**src/hdl/csi2_pkt_pkg.sv**
```systemverilog
/*
  CSI-2 packet-level types and codes shared by the rx_clk blocks
  Header bytes arrive little-endian: DI in bits 7:0, ECC in bits 31:24
*/

package csi2_pkt_pkg;

  // Byte-strobed payload word, first byte on the wire in tdata[7:0]
  typedef struct packed {
    logic [31 : 0] tdata;
    logic [3 : 0]  tstrb;
    logic          tlast;
    logic          tvalid;
  } csi2_word_t;

  // Overlays one aligned 32-bit PHY word
  typedef struct packed {
    logic [7 : 0]  ecc;
    logic [15 : 0] wc;
    logic [7 : 0]  di;
  } csi2_header_t;

  // Short packet data types
  localparam logic [5 : 0] CSI2_DT_FRAME_START = 6'h00;
  localparam logic [5 : 0] CSI2_DT_FRAME_END   = 6'h01;

  // Lowest long packet data type
  localparam logic [5 : 0] CSI2_LONG_DT_MIN    = 6'h10;

  // Payload CRC-16, reflected, LSB first
  localparam logic [15 : 0] CSI2_CRC_INIT      = 16'hFFFF;
  localparam logic [15 : 0] CSI2_CRC_POLY      = 16'h8408;

endpackage

```
**src/hdl/csi2_status_pkg.sv**
```systemverilog
/*
  Receiver error reporting types
  Every flag is a one-cycle pulse in the rx_clk domain
*/

package csi2_status_pkg;

  typedef struct packed {
    // Header ECC mismatch, corrected or not
    logic header_err;
    // Single-bit header error was repaired
    logic header_corr;
    // Payload CRC result
    logic crc_err;
    logic crc_ok;
  } csi2_err_t;

endpackage

```
**src/hdl/csi2_header_ecc.sv**
```systemverilog
/*
  Header ECC check and single-bit correction, one cycle of latency
  Only ECC bits 5:0 are checked; bits 7:6 are reserved and ignored
  The word after reset or pkt_done_i is taken as the packet header
*/

`timescale 1ns/100ps

module csi2_header_ecc
  import csi2_pkt_pkg::*;
(
  input                 rx_clk,
  input                 clk_loss_rst,
  input        [31 : 0] phy_data_i,
  input                 phy_valid_i,
  input                 pkt_done_i,
  output logic [31 : 0] data_o,
  output logic          valid_o,
  output logic          hdr_valid_o,
  output logic          hdr_err_o,
  output logic          hdr_corr_o
);

// Syndrome produced by a flip of each header data bit, as {P5..P0}
localparam logic [5 : 0] ECC_COL [24] = '{
  6'h07, 6'h0B, 6'h0D, 6'h0E, 6'h13, 6'h15, 6'h16, 6'h19,
  6'h1A, 6'h1C, 6'h23, 6'h25, 6'h26, 6'h29, 6'h2A, 6'h2C,
  6'h31, 6'h32, 6'h34, 6'h38, 6'h1F, 6'h2F, 6'h37, 6'h3B
};

csi2_header_t  hdr_in;
logic [23 : 0] hdr_bits;
logic [23 : 0] fixed_bits;
logic [5 : 0]  syndrome;
logic          data_col;
logic          ecc_col;
logic          hdr_pend;
logic          is_hdr;

assign hdr_in   = csi2_header_t'( phy_data_i );
assign hdr_bits = { hdr_in.wc, hdr_in.di };
// Resync pulse may coincide with the next header
assign is_hdr   = hdr_pend || pkt_done_i;
assign ecc_col  = $onehot( syndrome );

always_comb
  begin
    syndrome = hdr_in.ecc[5 : 0];
    for( int i = 0; i < 24; i++ )
      if( hdr_bits[i] )
        syndrome = syndrome ^ ECC_COL[i];
  end

// Flip the data bit whose column matches
always_comb
  begin
    fixed_bits = hdr_bits;
    data_col   = 1'b0;
    for( int i = 0; i < 24; i++ )
      if( syndrome == ECC_COL[i] )
        begin
          fixed_bits[i] = !hdr_bits[i];
          data_col      = 1'b1;
        end
  end

always_ff @( posedge rx_clk, posedge clk_loss_rst )
  if( clk_loss_rst )
    begin
      hdr_pend    <= 1'b1;
      valid_o     <= 1'b0;
      hdr_valid_o <= 1'b0;
      hdr_err_o   <= 1'b0;
      hdr_corr_o  <= 1'b0;
    end
  else
    begin
      if( phy_valid_i && is_hdr )
        hdr_pend <= 1'b0;
      else
        if( pkt_done_i )
          hdr_pend <= 1'b1;
      valid_o     <= phy_valid_i;
      hdr_valid_o <= phy_valid_i && is_hdr;
      hdr_err_o   <= phy_valid_i && is_hdr && ( syndrome != '0 );
      hdr_corr_o  <= phy_valid_i && is_hdr && ( data_col || ecc_col );
    end

always_ff @( posedge rx_clk )
  if( phy_valid_i )
    data_o <= is_hdr ? { hdr_in.ecc, fixed_bits } : phy_data_i;

endmodule

```
**src/hdl/csi2_pkt_framer.sv**
```systemverilog
/*
  Splits corrected PHY words into payload stream, CRC bytes and frame pulses
  Long packet length comes from the header word count; no back-pressure
  enable_i low drops all words and requests PHY resync every cycle
*/

`timescale 1ns/100ps

module csi2_pkt_framer
  import csi2_pkt_pkg::*;
(
  input                 rx_clk,
  input                 clk_loss_rst,
  input                 enable_i,
  input        [31 : 0] data_i,
  input                 valid_i,
  input                 hdr_valid_i,
  input                 hdr_err_i,
  input                 hdr_corr_i,
  output csi2_word_t    pkt_o,
  output logic [15 : 0] rx_crc_o,
  output logic          rx_crc_valid_o,
  output logic          frame_start_o,
  output logic          frame_end_o,
  output logic          pkt_done_o
);

csi2_header_t  hdr;
logic [5 : 0]  dt;
logic          hdr_ok;
logic          is_long;
logic          pay_word;
// Bytes left in the packet, CRC included
logic [16 : 0] rem;
logic          in_pkt;
logic [3 : 0]  strb_n;
logic          last_n;
logic [7 : 0]  crc_lo;
logic [7 : 0]  crc_lo_n;
logic [7 : 0]  crc_hi_n;
logic          crc_done_n;
logic [31 : 0] out_data;
logic [3 : 0]  out_strb;
logic          out_last;
logic          out_valid;

assign hdr      = csi2_header_t'( data_i );
assign dt       = hdr.di[5 : 0];
assign hdr_ok   = hdr_valid_i && !( hdr_err_i && !hdr_corr_i );
assign is_long  = dt >= CSI2_LONG_DT_MIN;
assign pay_word = valid_i && !hdr_valid_i && in_pkt && enable_i;
assign last_n   = ( rem > 17'd2 ) && ( rem <= 17'd6 );

// Classify each byte lane as payload, CRC low or CRC high
always_comb
  begin
    strb_n     = '0;
    crc_lo_n   = crc_lo;
    crc_hi_n   = '0;
    crc_done_n = 1'b0;
    for( int b = 0; b < 4; b++ )
      begin
        if( rem > 17'( b + 2 ) )
          strb_n[b] = 1'b1;
        if( rem == 17'( b + 2 ) )
          crc_lo_n = data_i[8 * b +: 8];
        if( rem == 17'( b + 1 ) )
          begin
            crc_hi_n   = data_i[8 * b +: 8];
            crc_done_n = 1'b1;
          end
      end
  end

always_ff @( posedge rx_clk, posedge clk_loss_rst )
  if( clk_loss_rst )
    begin
      in_pkt         <= 1'b0;
      rem            <= '0;
      out_valid      <= 1'b0;
      rx_crc_valid_o <= 1'b0;
      frame_start_o  <= 1'b0;
      frame_end_o    <= 1'b0;
      pkt_done_o     <= 1'b0;
    end
  else
    begin
      out_valid      <= pay_word && ( strb_n != '0 );
      rx_crc_valid_o <= pay_word && crc_done_n;
      frame_start_o  <= enable_i && hdr_ok && ( dt == CSI2_DT_FRAME_START );
      frame_end_o    <= enable_i && hdr_ok && ( dt == CSI2_DT_FRAME_END );
      pkt_done_o     <= !enable_i || ( hdr_valid_i && !( hdr_ok && is_long ) ) ||
                        ( pay_word && crc_done_n );
      if( !enable_i )
        in_pkt <= 1'b0;
      else
        if( hdr_valid_i )
          begin
            in_pkt <= hdr_ok && is_long;
            rem    <= { 1'b0, hdr.wc } + 17'd2;
          end
        else
          if( pay_word )
            begin
              if( rem <= 17'd4 )
                in_pkt <= 1'b0;
              else
                rem <= rem - 17'd4;
            end
    end

always_ff @( posedge rx_clk )
  if( pay_word )
    begin
      out_data <= data_i;
      out_strb <= strb_n;
      out_last <= last_n;
      crc_lo   <= crc_lo_n;
      if( crc_done_n )
        rx_crc_o <= { crc_hi_n, crc_lo_n };
    end

assign pkt_o = '{ tdata: out_data, tstrb: out_strb, tlast: out_last, tvalid: out_valid };

endmodule

```
**src/hdl/csi2_payload_crc.sv**
```systemverilog
/*
  Payload CRC-16 over strobed bytes, compared with the received CRC
  The running value restarts only after a compare
*/

`timescale 1ns/100ps

module csi2_payload_crc
  import csi2_pkt_pkg::*;
(
  input                 rx_clk,
  input                 clk_loss_rst,
  input  csi2_word_t    pkt_i,
  input        [15 : 0] rx_crc_i,
  input                 rx_crc_valid_i,
  output logic          crc_ok_o,
  output logic          crc_bad_o
);

logic [15 : 0] crc;
logic [15 : 0] crc_next;

// One byte through the reflected polynomial, LSB first
function automatic logic [15 : 0] crc_byte( input logic [15 : 0] crc_in,
                                            input logic [7 : 0]  data );
  logic [15 : 0] c;
  c = crc_in ^ { 8'h00, data };
  for( int i = 0; i < 8; i++ )
    c = c[0] ? ( c >> 1 ) ^ CSI2_CRC_POLY : c >> 1;
  return c;
endfunction

// Includes the current word, the CRC may share it
always_comb
  begin
    crc_next = crc;
    if( pkt_i.tvalid )
      for( int b = 0; b < 4; b++ )
        if( pkt_i.tstrb[b] )
          crc_next = crc_byte( crc_next, pkt_i.tdata[8 * b +: 8] );
  end

always_ff @( posedge rx_clk, posedge clk_loss_rst )
  if( clk_loss_rst )
    begin
      crc       <= CSI2_CRC_INIT;
      crc_ok_o  <= 1'b0;
      crc_bad_o <= 1'b0;
    end
  else
    begin
      crc_ok_o  <= rx_crc_valid_i && ( rx_crc_i == crc_next );
      crc_bad_o <= rx_crc_valid_i && ( rx_crc_i != crc_next );
      crc       <= rx_crc_valid_i ? CSI2_CRC_INIT : crc_next;
    end

endmodule

```
**src/hdl/csi2_rx_status.sv**
```systemverilog
/*
  Registered error pulses and saturating error counters
  Header flags get an extra stage to line up with the framer outputs
*/

`timescale 1ns/100ps

module csi2_rx_status
  import csi2_status_pkg::*;
#(
  parameter int ERR_CNT_WIDTH = 8
)(
  input                              rx_clk,
  input                              clk_loss_rst,
  input                              hdr_valid_i,
  input                              hdr_err_i,
  input                              hdr_corr_i,
  input                              crc_ok_i,
  input                              crc_bad_i,
  output csi2_err_t                  status_o,
  output logic [ERR_CNT_WIDTH - 1 : 0] hdr_err_cnt_o,
  output logic [ERR_CNT_WIDTH - 1 : 0] crc_err_cnt_o
);

logic      hdr_err_q;
logic      hdr_corr_q;
csi2_err_t err_n;

function automatic logic [ERR_CNT_WIDTH - 1 : 0] sat_inc(
  input logic [ERR_CNT_WIDTH - 1 : 0] cnt,
  input logic                         inc
);
  return ( inc && ( cnt != '1 ) ) ? cnt + 1'b1 : cnt;
endfunction

assign err_n = '{ header_err: hdr_err_q, header_corr: hdr_corr_q,
                  crc_err: crc_bad_i, crc_ok: crc_ok_i };

always_ff @( posedge rx_clk, posedge clk_loss_rst )
  if( clk_loss_rst )
    begin
      hdr_err_q     <= 1'b0;
      hdr_corr_q    <= 1'b0;
      status_o      <= '0;
      hdr_err_cnt_o <= '0;
      crc_err_cnt_o <= '0;
    end
  else
    begin
      hdr_err_q     <= hdr_valid_i && hdr_err_i;
      hdr_corr_q    <= hdr_valid_i && hdr_err_i && hdr_corr_i;
      status_o      <= err_n;
      // Only uncorrectable headers count
      hdr_err_cnt_o <= sat_inc( hdr_err_cnt_o, hdr_err_q && !hdr_corr_q );
      crc_err_cnt_o <= sat_inc( crc_err_cnt_o, crc_bad_i );
    end

endmodule

```
**src/hdl/csi2_rx_core.sv**
```systemverilog
/*
  rx_clk side of the CSI-2 receiver: header ECC, framing, CRC and status
  Expects aligned 32-bit words from the lane merger; cannot stall the PHY
  pkt_done_o must be fed back to the D-PHY for resync
*/

`timescale 1ns/100ps

module csi2_rx_core
  import csi2_pkt_pkg::*, csi2_status_pkg::*;
#(
  parameter int ERR_CNT_WIDTH = 8
)(
  input                                rx_clk,
  input                                clk_loss_rst,
  input                                enable_i,
  input        [31 : 0]                phy_data_i,
  input                                phy_valid_i,
  output csi2_word_t                   video_o,
  output logic                         frame_start_o,
  output logic                         frame_end_o,
  output logic                         pkt_done_o,
  output csi2_err_t                    status_o,
  output logic [ERR_CNT_WIDTH - 1 : 0] hdr_err_cnt_o,
  output logic [ERR_CNT_WIDTH - 1 : 0] crc_err_cnt_o
);

logic [31 : 0] corr_data;
logic          corr_valid;
logic          hdr_valid;
logic          hdr_err;
logic          hdr_corr;
csi2_word_t    pkt_word;
logic [15 : 0] rx_crc;
logic          rx_crc_valid;
logic          pkt_done;
logic          crc_ok;
logic          crc_bad;

assign video_o    = pkt_word;
assign pkt_done_o = pkt_done;

csi2_header_ecc header_ecc (
  .rx_clk       ( rx_clk       ),
  .clk_loss_rst ( clk_loss_rst ),
  .phy_data_i   ( phy_data_i   ),
  .phy_valid_i  ( phy_valid_i  ),
  .pkt_done_i   ( pkt_done     ),
  .data_o       ( corr_data    ),
  .valid_o      ( corr_valid   ),
  .hdr_valid_o  ( hdr_valid    ),
  .hdr_err_o    ( hdr_err      ),
  .hdr_corr_o   ( hdr_corr     )
);

// Also drives the PHY resync pulse
csi2_pkt_framer pkt_framer (
  .rx_clk         ( rx_clk        ),
  .clk_loss_rst   ( clk_loss_rst  ),
  .enable_i       ( enable_i      ),
  .data_i         ( corr_data     ),
  .valid_i        ( corr_valid    ),
  .hdr_valid_i    ( hdr_valid     ),
  .hdr_err_i      ( hdr_err       ),
  .hdr_corr_i     ( hdr_corr      ),
  .pkt_o          ( pkt_word      ),
  .rx_crc_o       ( rx_crc        ),
  .rx_crc_valid_o ( rx_crc_valid  ),
  .frame_start_o  ( frame_start_o ),
  .frame_end_o    ( frame_end_o   ),
  .pkt_done_o     ( pkt_done      )
);

csi2_payload_crc payload_crc (
  .rx_clk         ( rx_clk       ),
  .clk_loss_rst   ( clk_loss_rst ),
  .pkt_i          ( pkt_word     ),
  .rx_crc_i       ( rx_crc       ),
  .rx_crc_valid_i ( rx_crc_valid ),
  .crc_ok_o       ( crc_ok       ),
  .crc_bad_o      ( crc_bad      )
);

csi2_rx_status #(
  .ERR_CNT_WIDTH ( ERR_CNT_WIDTH )
) rx_status (
  .rx_clk        ( rx_clk        ),
  .clk_loss_rst  ( clk_loss_rst  ),
  .hdr_valid_i   ( hdr_valid     ),
  .hdr_err_i     ( hdr_err       ),
  .hdr_corr_i    ( hdr_corr      ),
  .crc_ok_i      ( crc_ok        ),
  .crc_bad_i     ( crc_bad       ),
  .status_o      ( status_o      ),
  .hdr_err_cnt_o ( hdr_err_cnt_o ),
  .crc_err_cnt_o ( crc_err_cnt_o )
);

endmodule

```
**config.mk**
```make
export PLATFORM = sky130hd
export DESIGN_NAME = csi2_rx_core
export DESIGN_NICKNAME = d
export VERILOG_FILES = /design/src/hdl/csi2_pkt_pkg.sv /design/src/hdl/csi2_status_pkg.sv /design/src/hdl/csi2_header_ecc.sv /design/src/hdl/csi2_pkt_framer.sv /design/src/hdl/csi2_payload_crc.sv /design/src/hdl/csi2_rx_status.sv /design/src/hdl/csi2_rx_core.sv
export SDC_FILE = /design/constraint.sdc
export NUM_CORES = 1
export LEC_CHECK = 0
export ABC_AREA = 1
export ABC_CLOCK_PERIOD_IN_PS = 3800
export BUFFER_PORTS_ARGS = -buffer_cell sky130_fd_sc_hd__buf_2
export CAP_MARGIN = 25
export CORE_ASPECT_RATIO = 0.75
export CORE_MARGIN = 2
export CORE_UTILIZATION = 55
export CTS_CLUSTER_DIAMETER = 100
export DETAILED_ROUTE_END_ITERATION = 10
export PLACE_DENSITY_LB_ADDON = 0.3
export SLEW_MARGIN = 25
export SYNTH_ARGS = -nofsm -noshare
export SYNTH_HDL_FRONTEND = slang
export SYNTH_SLANG_ARGS = --single-unit
```
**constraint.sdc**
```tcl
create_clock -name rx_clk -period 3.8 [get_ports rx_clk]
set_input_delay 0.38 -clock rx_clk [delete_from_list [all_inputs] [get_ports rx_clk]]
set_output_delay 0.38 -clock rx_clk [all_outputs]
set_load 0.02 [all_outputs]
```
==> results of run 1 <==
## flip-flops by register name (all words and copies together) (netlist names), 4 cells and up
signal / count
pkt_framer.rem: 17
rx_status.status_o: 4
pkt_framer.crc_lo: 8
pkt_framer.out_data: 32
payload_crc.crc: 16
header_ecc.data_o: 32
pkt_framer.rx_crc_o: 16
rx_status.hdr_err_cnt_o: 8
rx_status.crc_err_cnt_o: 8
pkt_framer.out_strb: 4
## cells in the mapped netlist, types with 10 or more instances
| library cell | number | area [µm²] |
|---|---|---|
| nand2_1 | 396 | 1490 |
| o211ai_1 | 14 | 105 |
| nand3_2 | 31 | 310 |
| a21oi_1 | 16 | 80.1 |
| edfxtp_1 | 93 | 2790 |
| o21ai_1 | 15 | 75.1 |
| inv_2 | 12 | 45.0 |
| o21ai_0 | 77 | 385 |
| nor2_1 | 99 | 372 |
| nand3_1 | 200 | 1000 |
| xor2_1 | 69 | 604 |
| a31oi_1 | 10 | 62.6 |
| dfstp_2 | 17 | 447 |
| nand2_4 | 11 | 124 |
| xnor2_1 | 54 | 473 |
| dfrtp_1 | 51 | 1280 |
| ha_1 | 11 | 138 |
| a221oi_1 | 13 | 114 |
| clkbuf_1 | 23 | 86.3 |
| nor3_1 | 28 | 140 |
| nand2_2 | 48 | 300 |
| inv_1 | 207 | 777 |
## per-stage QoR
stage                     total power, mW  setup WS, ns  hold slack (ns)  utilization, %
final                                11.6         0.205            0.115            67.2
after global placement               8.46        0.0208            0.360            60.0
after detailed placement             8.56        0.0857            0.359            60.0
after floorplan                      6.90         0.734            0.331               -
after global routing                 12.5        -0.102            0.112            67.2
after CTS                            10.3        0.0616            0.121            63.0
## power by group
| part | internal [mW] | total, mW | switching (mW) | leakage (nW) |
|---|---|---|---|---|
| Sequential | 2.17 | 2.48 | 0.313 | 1.71 |
| Combinational | 2.58 | 7.40 | 4.82 | 4.70 |
| Clock | 0.899 | 1.75 | 0.855 | 0.298 |
| Total | 5.64 | 11.6 | 5.99 | 6.71 |
## layout make-up
cell class | instances | area, µm²
clock buffers | 17 | 425
clock inverters | 15 | 189
fillers | 1769 | 6890
inverters | 224 | 846
multi-input cells | 1139 | 6930
flip-flops and latches | 161 | 4520
well taps | 288 | 360
repair buffers | 142 | 846
## metal layers
layer	global-route usage (%)	up-vias	routed length, µm
li1	-	5342	-
met4	6.99	0	707
met3	9.95	71	4830
met5	0	-	0
met1	49.4	5317	17000
met2	43.1	631	15000
## path summary, 6_finish.rpt
kind	from	to	slack (ns)	cells past startpoint
max	payload_crc.crc[4]	payload_crc.crc_bad_o	0.20	33
min	clk_loss_rst	pkt_framer.out_valid	0.12	2
max reg2reg	payload_crc.crc[4]	payload_crc.crc_bad_o	0.20	33
min reg2reg	rx_status.hdr_corr_q	rx_status.status_o[2]	0.37	0
max in group asynchronous	clk_loss_rst	payload_crc.crc[8]	2.71	3
min in group rx_clk	phy_data_i[31]	header_ecc.data_o[31]	0.12	1
## cell usage in the layout, fill, tap and decap left out, types with 13 or more instances in the layout
master	Yosys	layout
a21oi_1	16	15
a221oi_1	13	13
buf_2	3	96
buf_4	6	43
clkbuf_16	0	17
dfrtp_1	51	51
dfstp_2	17	17
edfxtp_1	93	93
inv_1	207	200
inv_2	12	18
nand2_1	396	332
nand2_2	48	87
nand2_4	11	34
nand3_1	200	155
nand3_2	31	59
nand3_4	3	20
nor2_1	99	95
nor3_1	28	27
o211ai_1	14	14
o21ai_0	77	73
xnor2_1	54	53
xor2_1	69	68
## repair_timing
action                                  4_1_cts  5_1_grt
setup buffers                                 0       17
endpoints found under the setup margin        0        3
resized for setup                             0      184
## worst max-delay path, delay by kind of cell (launching register included)
kind / cells / cell delay [ns]
AND/OR/NAND/NOR: 30 / 2.68
flip-flops: 1 / 0.57
buffers and inverters: 3 / 0.21
## cell families after synthesis
kind of cell / share of synthesized area, %
AO/OA/AOI/OAI: 7.97
XOR/XNOR: 9.20
AND/OR/NAND/NOR: 34.0
adder cells (fa/ha/maj): 1.52
multiplexers: 0.0961
flip-flops: 38.5
buffers and inverters: 8.71
==> summary.txt, run 1 <==
period utilisation layout: 94.6%
final hold viol count: 0
minimum clock period: 3.60 ns
Max-cap violations: 0
Starting Density: 55.8%
worst vdd ir: 0.419 mV
largest net degree at the start of global routing: 47
worst skew pair latency: 0.44 ns
Slew headroom: 34.3%
DRT Pass-1 Iters: 6
PwrDens: 824 mW/mm²
Final #Nets: 1734
Tot GR Track Use: 31.9%
clk root buf: clkbuf_16
first-pass GRT wire length: 54.6 mm
Cell variety after synth: 49
row count: 46
Max stage delay cell, worst path: dfstp_2
Max Slew Vio Count: 0
YS warnings: 0
Antenna Cells: 0
max frequency: 0.278 GHz
Final Non-Filler Cells: 1986
synthesized area: 0.0117 mm²
cts hold-fix bufs: 0
clock transition at the registers of the reported paths: 0.07 ns
Post-synth EDFFs: 93
Worst Setup End Kind: flop
post-DP HPWL: 28.8 mm
Clock Path Buffers: 2
cts bufs inserted: 17
syn avg cell area: 7.51 µm²
CTS H-tree depth: 4
die area: 0.0225 mm²
Critical Path RT: 4.13 ns
Final setup viols: 0
routed vias: 11400
CP Class: reg -> reg
Post-Place Cells: 1937
CP Launch Type: flop
CP max stage delay: 0.57 ns
Max Fanout on Critical Path: 6
Post-Syn Instances: 1560
initial antenna violation count: 0
Lkg Pwr: 6.71 nW
post-synthesis net count: 1609
wire per inst: 18.9 µm
Core Area: 0.0210 mm²
IO Port Bufs: 96
outcome: finished, final reports clean
final WL: 37.5 mm
Die Wd: 173 µm
Most common cell on crit path: nand2_4
Slew @ Worst Pin: 0.986 ns
IO Pins: 97
Arr. time, crit path: 3.93 ns
share of layout cells above drive strength 1: 25.7%
Setup TNS Final: 0 ns
final std cell area, no fill: 0.0141 mm²
Worst Skew: 0.0159 ns
Remaining Overflow, GRT: 0
initial DRC count: 1699
vias in the first global route: 9755
Syn-to-layout area delta: 20.5%
placed inst area: 0.0126 mm²
chip height: 130 µm
vias per inst: 5.72
Antenna Nets Post-Route: 0
Clock Sinks: 161
CTS tree: built
Seq/Total Area, Yosys: 38.5%
synthesized flop and latch total: 161
async set-reset flop share out of synthesis: 42.2%
DRC viols: 0
Post-synth top flop: edfxtp_1
worst min path class: in -> async
RePlAce Congestion: 1.00
No activity file was read; power rests on OpenSTA's default activity.
==> inputs of run 2 (changes only) <==
--- a/config.mk
+++ b/config.mk
@@ -14,7 +14,7 @@
 export CORE_UTILIZATION = 55
 export CTS_CLUSTER_DIAMETER = 100
 export DETAILED_ROUTE_END_ITERATION = 10
-export PLACE_DENSITY_LB_ADDON = 0.3
+export PLACE_DENSITY_LB_ADDON = 0.08
 export SLEW_MARGIN = 25
 export SYNTH_ARGS = -nofsm -noshare
 export SYNTH_HDL_FRONTEND = slang
==> summary.txt, run 2 (same netlist as run 1, synthesis figures left out) <==
Clock Sinks: 161
CTS H-tree depth: 4
chip height: 130 µm
Antenna Nets Post-Route: 0
final WL: 38.2 mm
DRC viols: 0
period utilisation layout: 97.9%
PwrDens: 854 mW/mm²
total power: 12.2 mW
routed vias: 11500
cts hold-fix bufs: 0
die area: 0.0225 mm²
Syn-to-layout area delta: 22.4%
wire per inst: 19.2 µm
crit-path leading delay family: simple AND/OR/NAND/NOR gates
most common cell after layout, fill and taps aside: nand2_1
cts bufs inserted: 17
placed inst area: 0.0126 mm²
max frequency: 0.269 GHz
Clock Path Buffers: 2
Sequential Area: 0.00452 mm²
Max stage delay cell, worst path: dfstp_2
Starting Density: 55.8%
Layout Utilization: 68.2%
CTS tree: built
initial antenna violation count: 1
Worst Skew: 0.00632 ns
vias per inst: 5.75
Slew headroom: 32.1%
clock transition at the registers of the reported paths: 0.07 ns
first-pass GRT wire length: 55.6 mm
slack of the critical path: 0.0781 ns
Max-cap violations: 0
clk root buf: clkbuf_16
IO Pins: 97
Fillers: 1763
Remaining Overflow, GRT: 0
initial DRC count: 1392
minimum clock period: 3.72 ns
Antenna Cells: 0
worst vdd ir: 0.653 mV
Core Area: 0.0210 mm²
unrepaired setup endpoints after global routing: yes
Arr. time, crit path: 4.05 ns
Tot GR Track Use: 32.8%
final hold viol count: 0
Die Wd: 173 µm
Final #Nets: 1741
Slew @ Worst Pin: 1.02 ns
reg-to-reg critical path startpoint: payload_crc.crc[0]
share of layout cells above drive strength 1: 26.6%
pre-CTS setup slack: -0.0639 ns
most frequent cells in the layout: nand2_1 (343), inv_1 (198), nand3_1 (146)
worst skew pair latency: 0.43 ns
Final setup viols: 0
largest registers: header_ecc.data_o x32, pkt_framer.out_data x32, pkt_framer.rem x17
final std cell area, no fill: 0.0143 mm²
vias in the first global route: 9697
outcome: finished, final reports clean
Max Fanout on Critical Path: 6
IO Port Bufs: 96
CP Class: reg -> reg
Max Slew Vio Count: 0
DRT Pass-1 Iters: 6
worst min path class: in -> async
RePlAce Congestion: 1.03
worst flop-to-flop path endpoint: payload_crc.crc_bad_o
area of the multi-input gates: 0.00712 mm²
post-DP HPWL: 29.3 mm
largest net degree at the start of global routing: 47
CP max stage delay: 0.59 ns
CP Launch Type: flop
hold_ws: 0.123 ns
R2R depth: 33
Lkg Pwr: 6.79 nW
Critical Path RT: 4.13 ns
row count: 46
worst reg2reg setup slack: 0.08 ns
CP bufs+invs: 2
Most common cell on crit path: nand2_4
Worst Setup End Kind: flop
[run 2: changes by cell type in the layout (fill, tap and decap cells not counted), moves of 4 or more]
cell | before | now
nand2_1 | 332 | 343
o21ai_0 | 73 | 69
clkinv_8 | 5 | 0
nand3_4 | 20 | 24
nand2_2 | 87 | 67
buf_4 | 43 | 51
nand3_2 | 59 | 64
inv_6 | 1 | 5
inv_8 | 5 | 1
nand3_1 | 155 | 146
nand2_4 | 34 | 40
[run 2: layout make-up]
cell class                 instances  share of cell area (%)
inverter                         224                    5.90
tap                              288                    2.51
clock buffer                      18                    3.14
timing repair buffer             149                    6.24
clock inverter                    14                   0.995
sequential                       161                    31.5
multi-input combinational       1139                    49.7
[run 2: report_power, final]
group	total, mW	switching (mW)	leakage [nW]	internal (mW)
clock network	1.71	0.751	0.282	0.959
logic	8.03	5.20	4.80	2.83
registers	2.50	0.328	1.71	2.17
total	12.2	6.28	6.79	5.96
[run 2: per-layer routing]
layer / vias to the layer above / GRT usage (%) / wire length, µm
met2: 615 / 44.0 / 15300
met4: 0 / 6.18 / 546
met5: - / 0 / 0
met3: 49 / 8.91 / 4520
li1: 5370 / - / -
met1: 5433 / 52.0 / 17900
[run 2: per-stage QoR]
step | setup TNS (ns) | cells
after detailed placement | -0.0917 | 1933
after floorplan | 0 | 1560
after CTS | 0 | 1965
after global placement | -0.108 | 1933
after global routing | -0.316 | 1993
final | 0 | 1993
[run 2: timing repair]
item                       CTS  global route
pin swaps                    0            68
resized for setup            4           215
setup buffers                0            28
setup endpoints to repair    2             3
[run 2: worst reg2reg max path: cells and delay by family, from the launching register on]
family / cells / cell delay, ns
buffers and inverters: 2 / 0.10
and+or+nand+nor: 31 / 2.93
DFF: 1 / 0.59
[run 2: how the worst max path moves through the flow]
stage,startpoint,to,slack [ns],cells after the start
3_3_place_gp,payload_crc.crc[1],payload_crc.crc_ok_o,-0.09,30
6_report,payload_crc.crc[0],payload_crc.crc_bad_o,0.08,33
5_1_grt,payload_crc.crc[0],payload_crc.crc_bad_o,-0.17,33
2_1_floorplan,pkt_framer.out_data[0],payload_crc.crc_bad_o,0.73,34
3_5_place_dp,payload_crc.crc[1],payload_crc.crc_ok_o,-0.06,30
4_1_cts,payload_crc.crc[0],payload_crc.crc_ok_o,0.004,32
==> inputs of run 3 (changes only) <==
--- a/config.mk
+++ b/config.mk
@@ -6,7 +6,7 @@
 export NUM_CORES = 1
 export LEC_CHECK = 0
 export ABC_AREA = 1
-export ABC_CLOCK_PERIOD_IN_PS = 3800
+export ABC_CLOCK_PERIOD_IN_PS = 4650
 export BUFFER_PORTS_ARGS = -buffer_cell sky130_fd_sc_hd__buf_2
 export CAP_MARGIN = 25
 export CORE_ASPECT_RATIO = 0.75
==> constraint.sdc (replaced) <==
create_clock -name rx_clk -period 4.65 [get_ports rx_clk]
set_input_delay 0.465 -clock rx_clk [delete_from_list [all_inputs] [get_ports rx_clk]]
set_output_delay 0.465 -clock rx_clk [all_outputs]
set_load 0.02 [all_outputs]
==> summary.txt, run 3 (same netlist as run 1, synthesis figures left out) <==
outcome: finished, final reports clean
R2R depth: 31
Post-Place Cells: 1923
vias per inst: 5.69
clock transition at the registers of the reported paths: 0.07 ns
final WL: 36.8 mm
Clock Path Buffers: 2
worst skew pair latency: 0.43 ns
Antenna Nets Post-Route: 0
RePlAce Congestion: 0.979
Setup TNS Final: 0 ns
crit-path leading delay family: simple AND/OR/NAND/NOR gates
DRT Pass-1 Iters: 6
Max Slew Vio Count: 0
Max Fanout on Critical Path: 5
most frequent cells in the layout: nand2_1 (396), inv_1 (205), nand3_1 (200)
Critical Path RT: 4.98 ns
CTS H-tree depth: 4
Clock Sinks: 161
CP bufs+invs: 3
Syn-to-layout area delta: 11.5%
minimum clock period: 4.00 ns
reg-to-reg critical path startpoint: payload_crc.crc[7]
chip height: 130 µm
Antenna Cells: 0
largest registers: header_ecc.data_o x32, pkt_framer.out_data x32, pkt_framer.rem x17
first-pass GRT wire length: 55.7 mm
initial DRC count: 1605
Lkg Pwr: 6.32 nW
Max stage delay cell, worst path: o21ai_0
Fillers: 1929
Die Wd: 173 µm
worst reg2reg setup slack: 0.65 ns
DRC viols: 0
worst flop-to-flop path endpoint: payload_crc.crc_bad_o
max frequency: 0.250 GHz
post-DP HPWL: 29.7 mm
Final setup viols: 0
Worst Setup End Kind: flop
PwrDens: 645 mW/mm²
IO Pins: 97
cts hold-fix bufs: 0
routed vias: 11100
Worst Skew: 0.0130 ns
final std cell area, no fill: 0.0131 mm²
largest net degree at the start of global routing: 47
final hold viol count: 0
CP max stage delay: 0.62 ns
cts bufs inserted: 17
CTS resizes: 0
wire per inst: 18.8 µm
vias in the first global route: 9721
area of the multi-input gates: 0.00618 mm²
unrepaired setup endpoints after global routing: no
Slew headroom: 29.2%
CP Depth: 31
most common cell after layout, fill and taps aside: nand2_1
period utilisation layout: 86.1%
Sequential Area: 0.00452 mm²
worst vdd ir: 0.365 mV
Core Area: 0.0210 mm²
initial antenna violation count: 0
Most common cell on crit path: nand2_1
clk root buf: clkbuf_16
CTS tree: built
Tot GR Track Use: 32.9%
IO Port Bufs: 96
post-CTS setup buffer count: 0
Starting Density: 55.8%
Arr. time, crit path: 4.33 ns
CP Class: reg -> reg
row count: 46
hold_ws: 0.140 ns
Slew @ Worst Pin: 1.05 ns
share of layout cells above drive strength 1: 16.6%
worst min path class: in -> async
Final Non-Filler Cells: 1955
die area: 0.0225 mm²
placed inst area: 0.0125 mm²
CP Launch Type: flop
Remaining Overflow, GRT: 0
Final #Nets: 1703
Max-cap violations: 0
==> run 3: cell types whose count changed in the layout (fill, tap and decap cells not counted), sizes merged <==
cell      change
bufinv        -1
clkinv        -3
buf          -38
clkinvlp      -3
inv           +7
==> run 3: how the worst max path moves through the flow <==
stage	start	to	slack [ns]
CTS	payload_crc.crc[7]	payload_crc.crc_bad_o	0.79
finish	payload_crc.crc[7]	payload_crc.crc_bad_o	0.65
floorplan	phy_data_i[4]	header_ecc.hdr_corr_o	1.57
global route	payload_crc.crc[7]	payload_crc.crc_bad_o	0.32
detailed placement	payload_crc.crc[7]	payload_crc.crc_bad_o	0.83
global placement	payload_crc.crc[3]	payload_crc.crc_bad_o	0.76
==> run 3: cell type report <==
type | instances | area share, %
Inverter | 224 | 6.45
Multi-Input combinational cell | 1139 | 47.3
Clock buffer | 18 | 3.36
Tap cell | 288 | 2.76
Clock inverter | 14 | 0.996
Timing Repair Buffer | 111 | 4.54
Sequential cell | 161 | 34.6
==> run 3: per-layer routing <==
layer  vias up  global-route usage, %  part of all wire, %
li1       5285                      -                    -
met1      5152                   52.2                   47
met2       636                   43.3                   38
met3        52                   9.87                   14
met4         0                   6.99                  1.6
met5         -                      0                    0
==> run 3: report_power, final <==
part	leakage (nW)	switching, mW	internal (mW)
combinational	4.32	3.46	1.58
clock	0.289	0.644	0.729
sequential	1.71	0.254	1.77
total	6.32	4.35	4.08
==> run 3: metrics by stage <==
step           power [mW]  setup slack, ns  utilization, %
5_1_grt              9.11            0.317            62.2
3_5_place_dp         6.91            0.831            59.5
4_1_cts              8.31            0.787            62.2
3_3_place_gp         6.85            0.757            59.5
6_report             8.43            0.646            62.2
2_1_floorplan        5.64             1.57               -
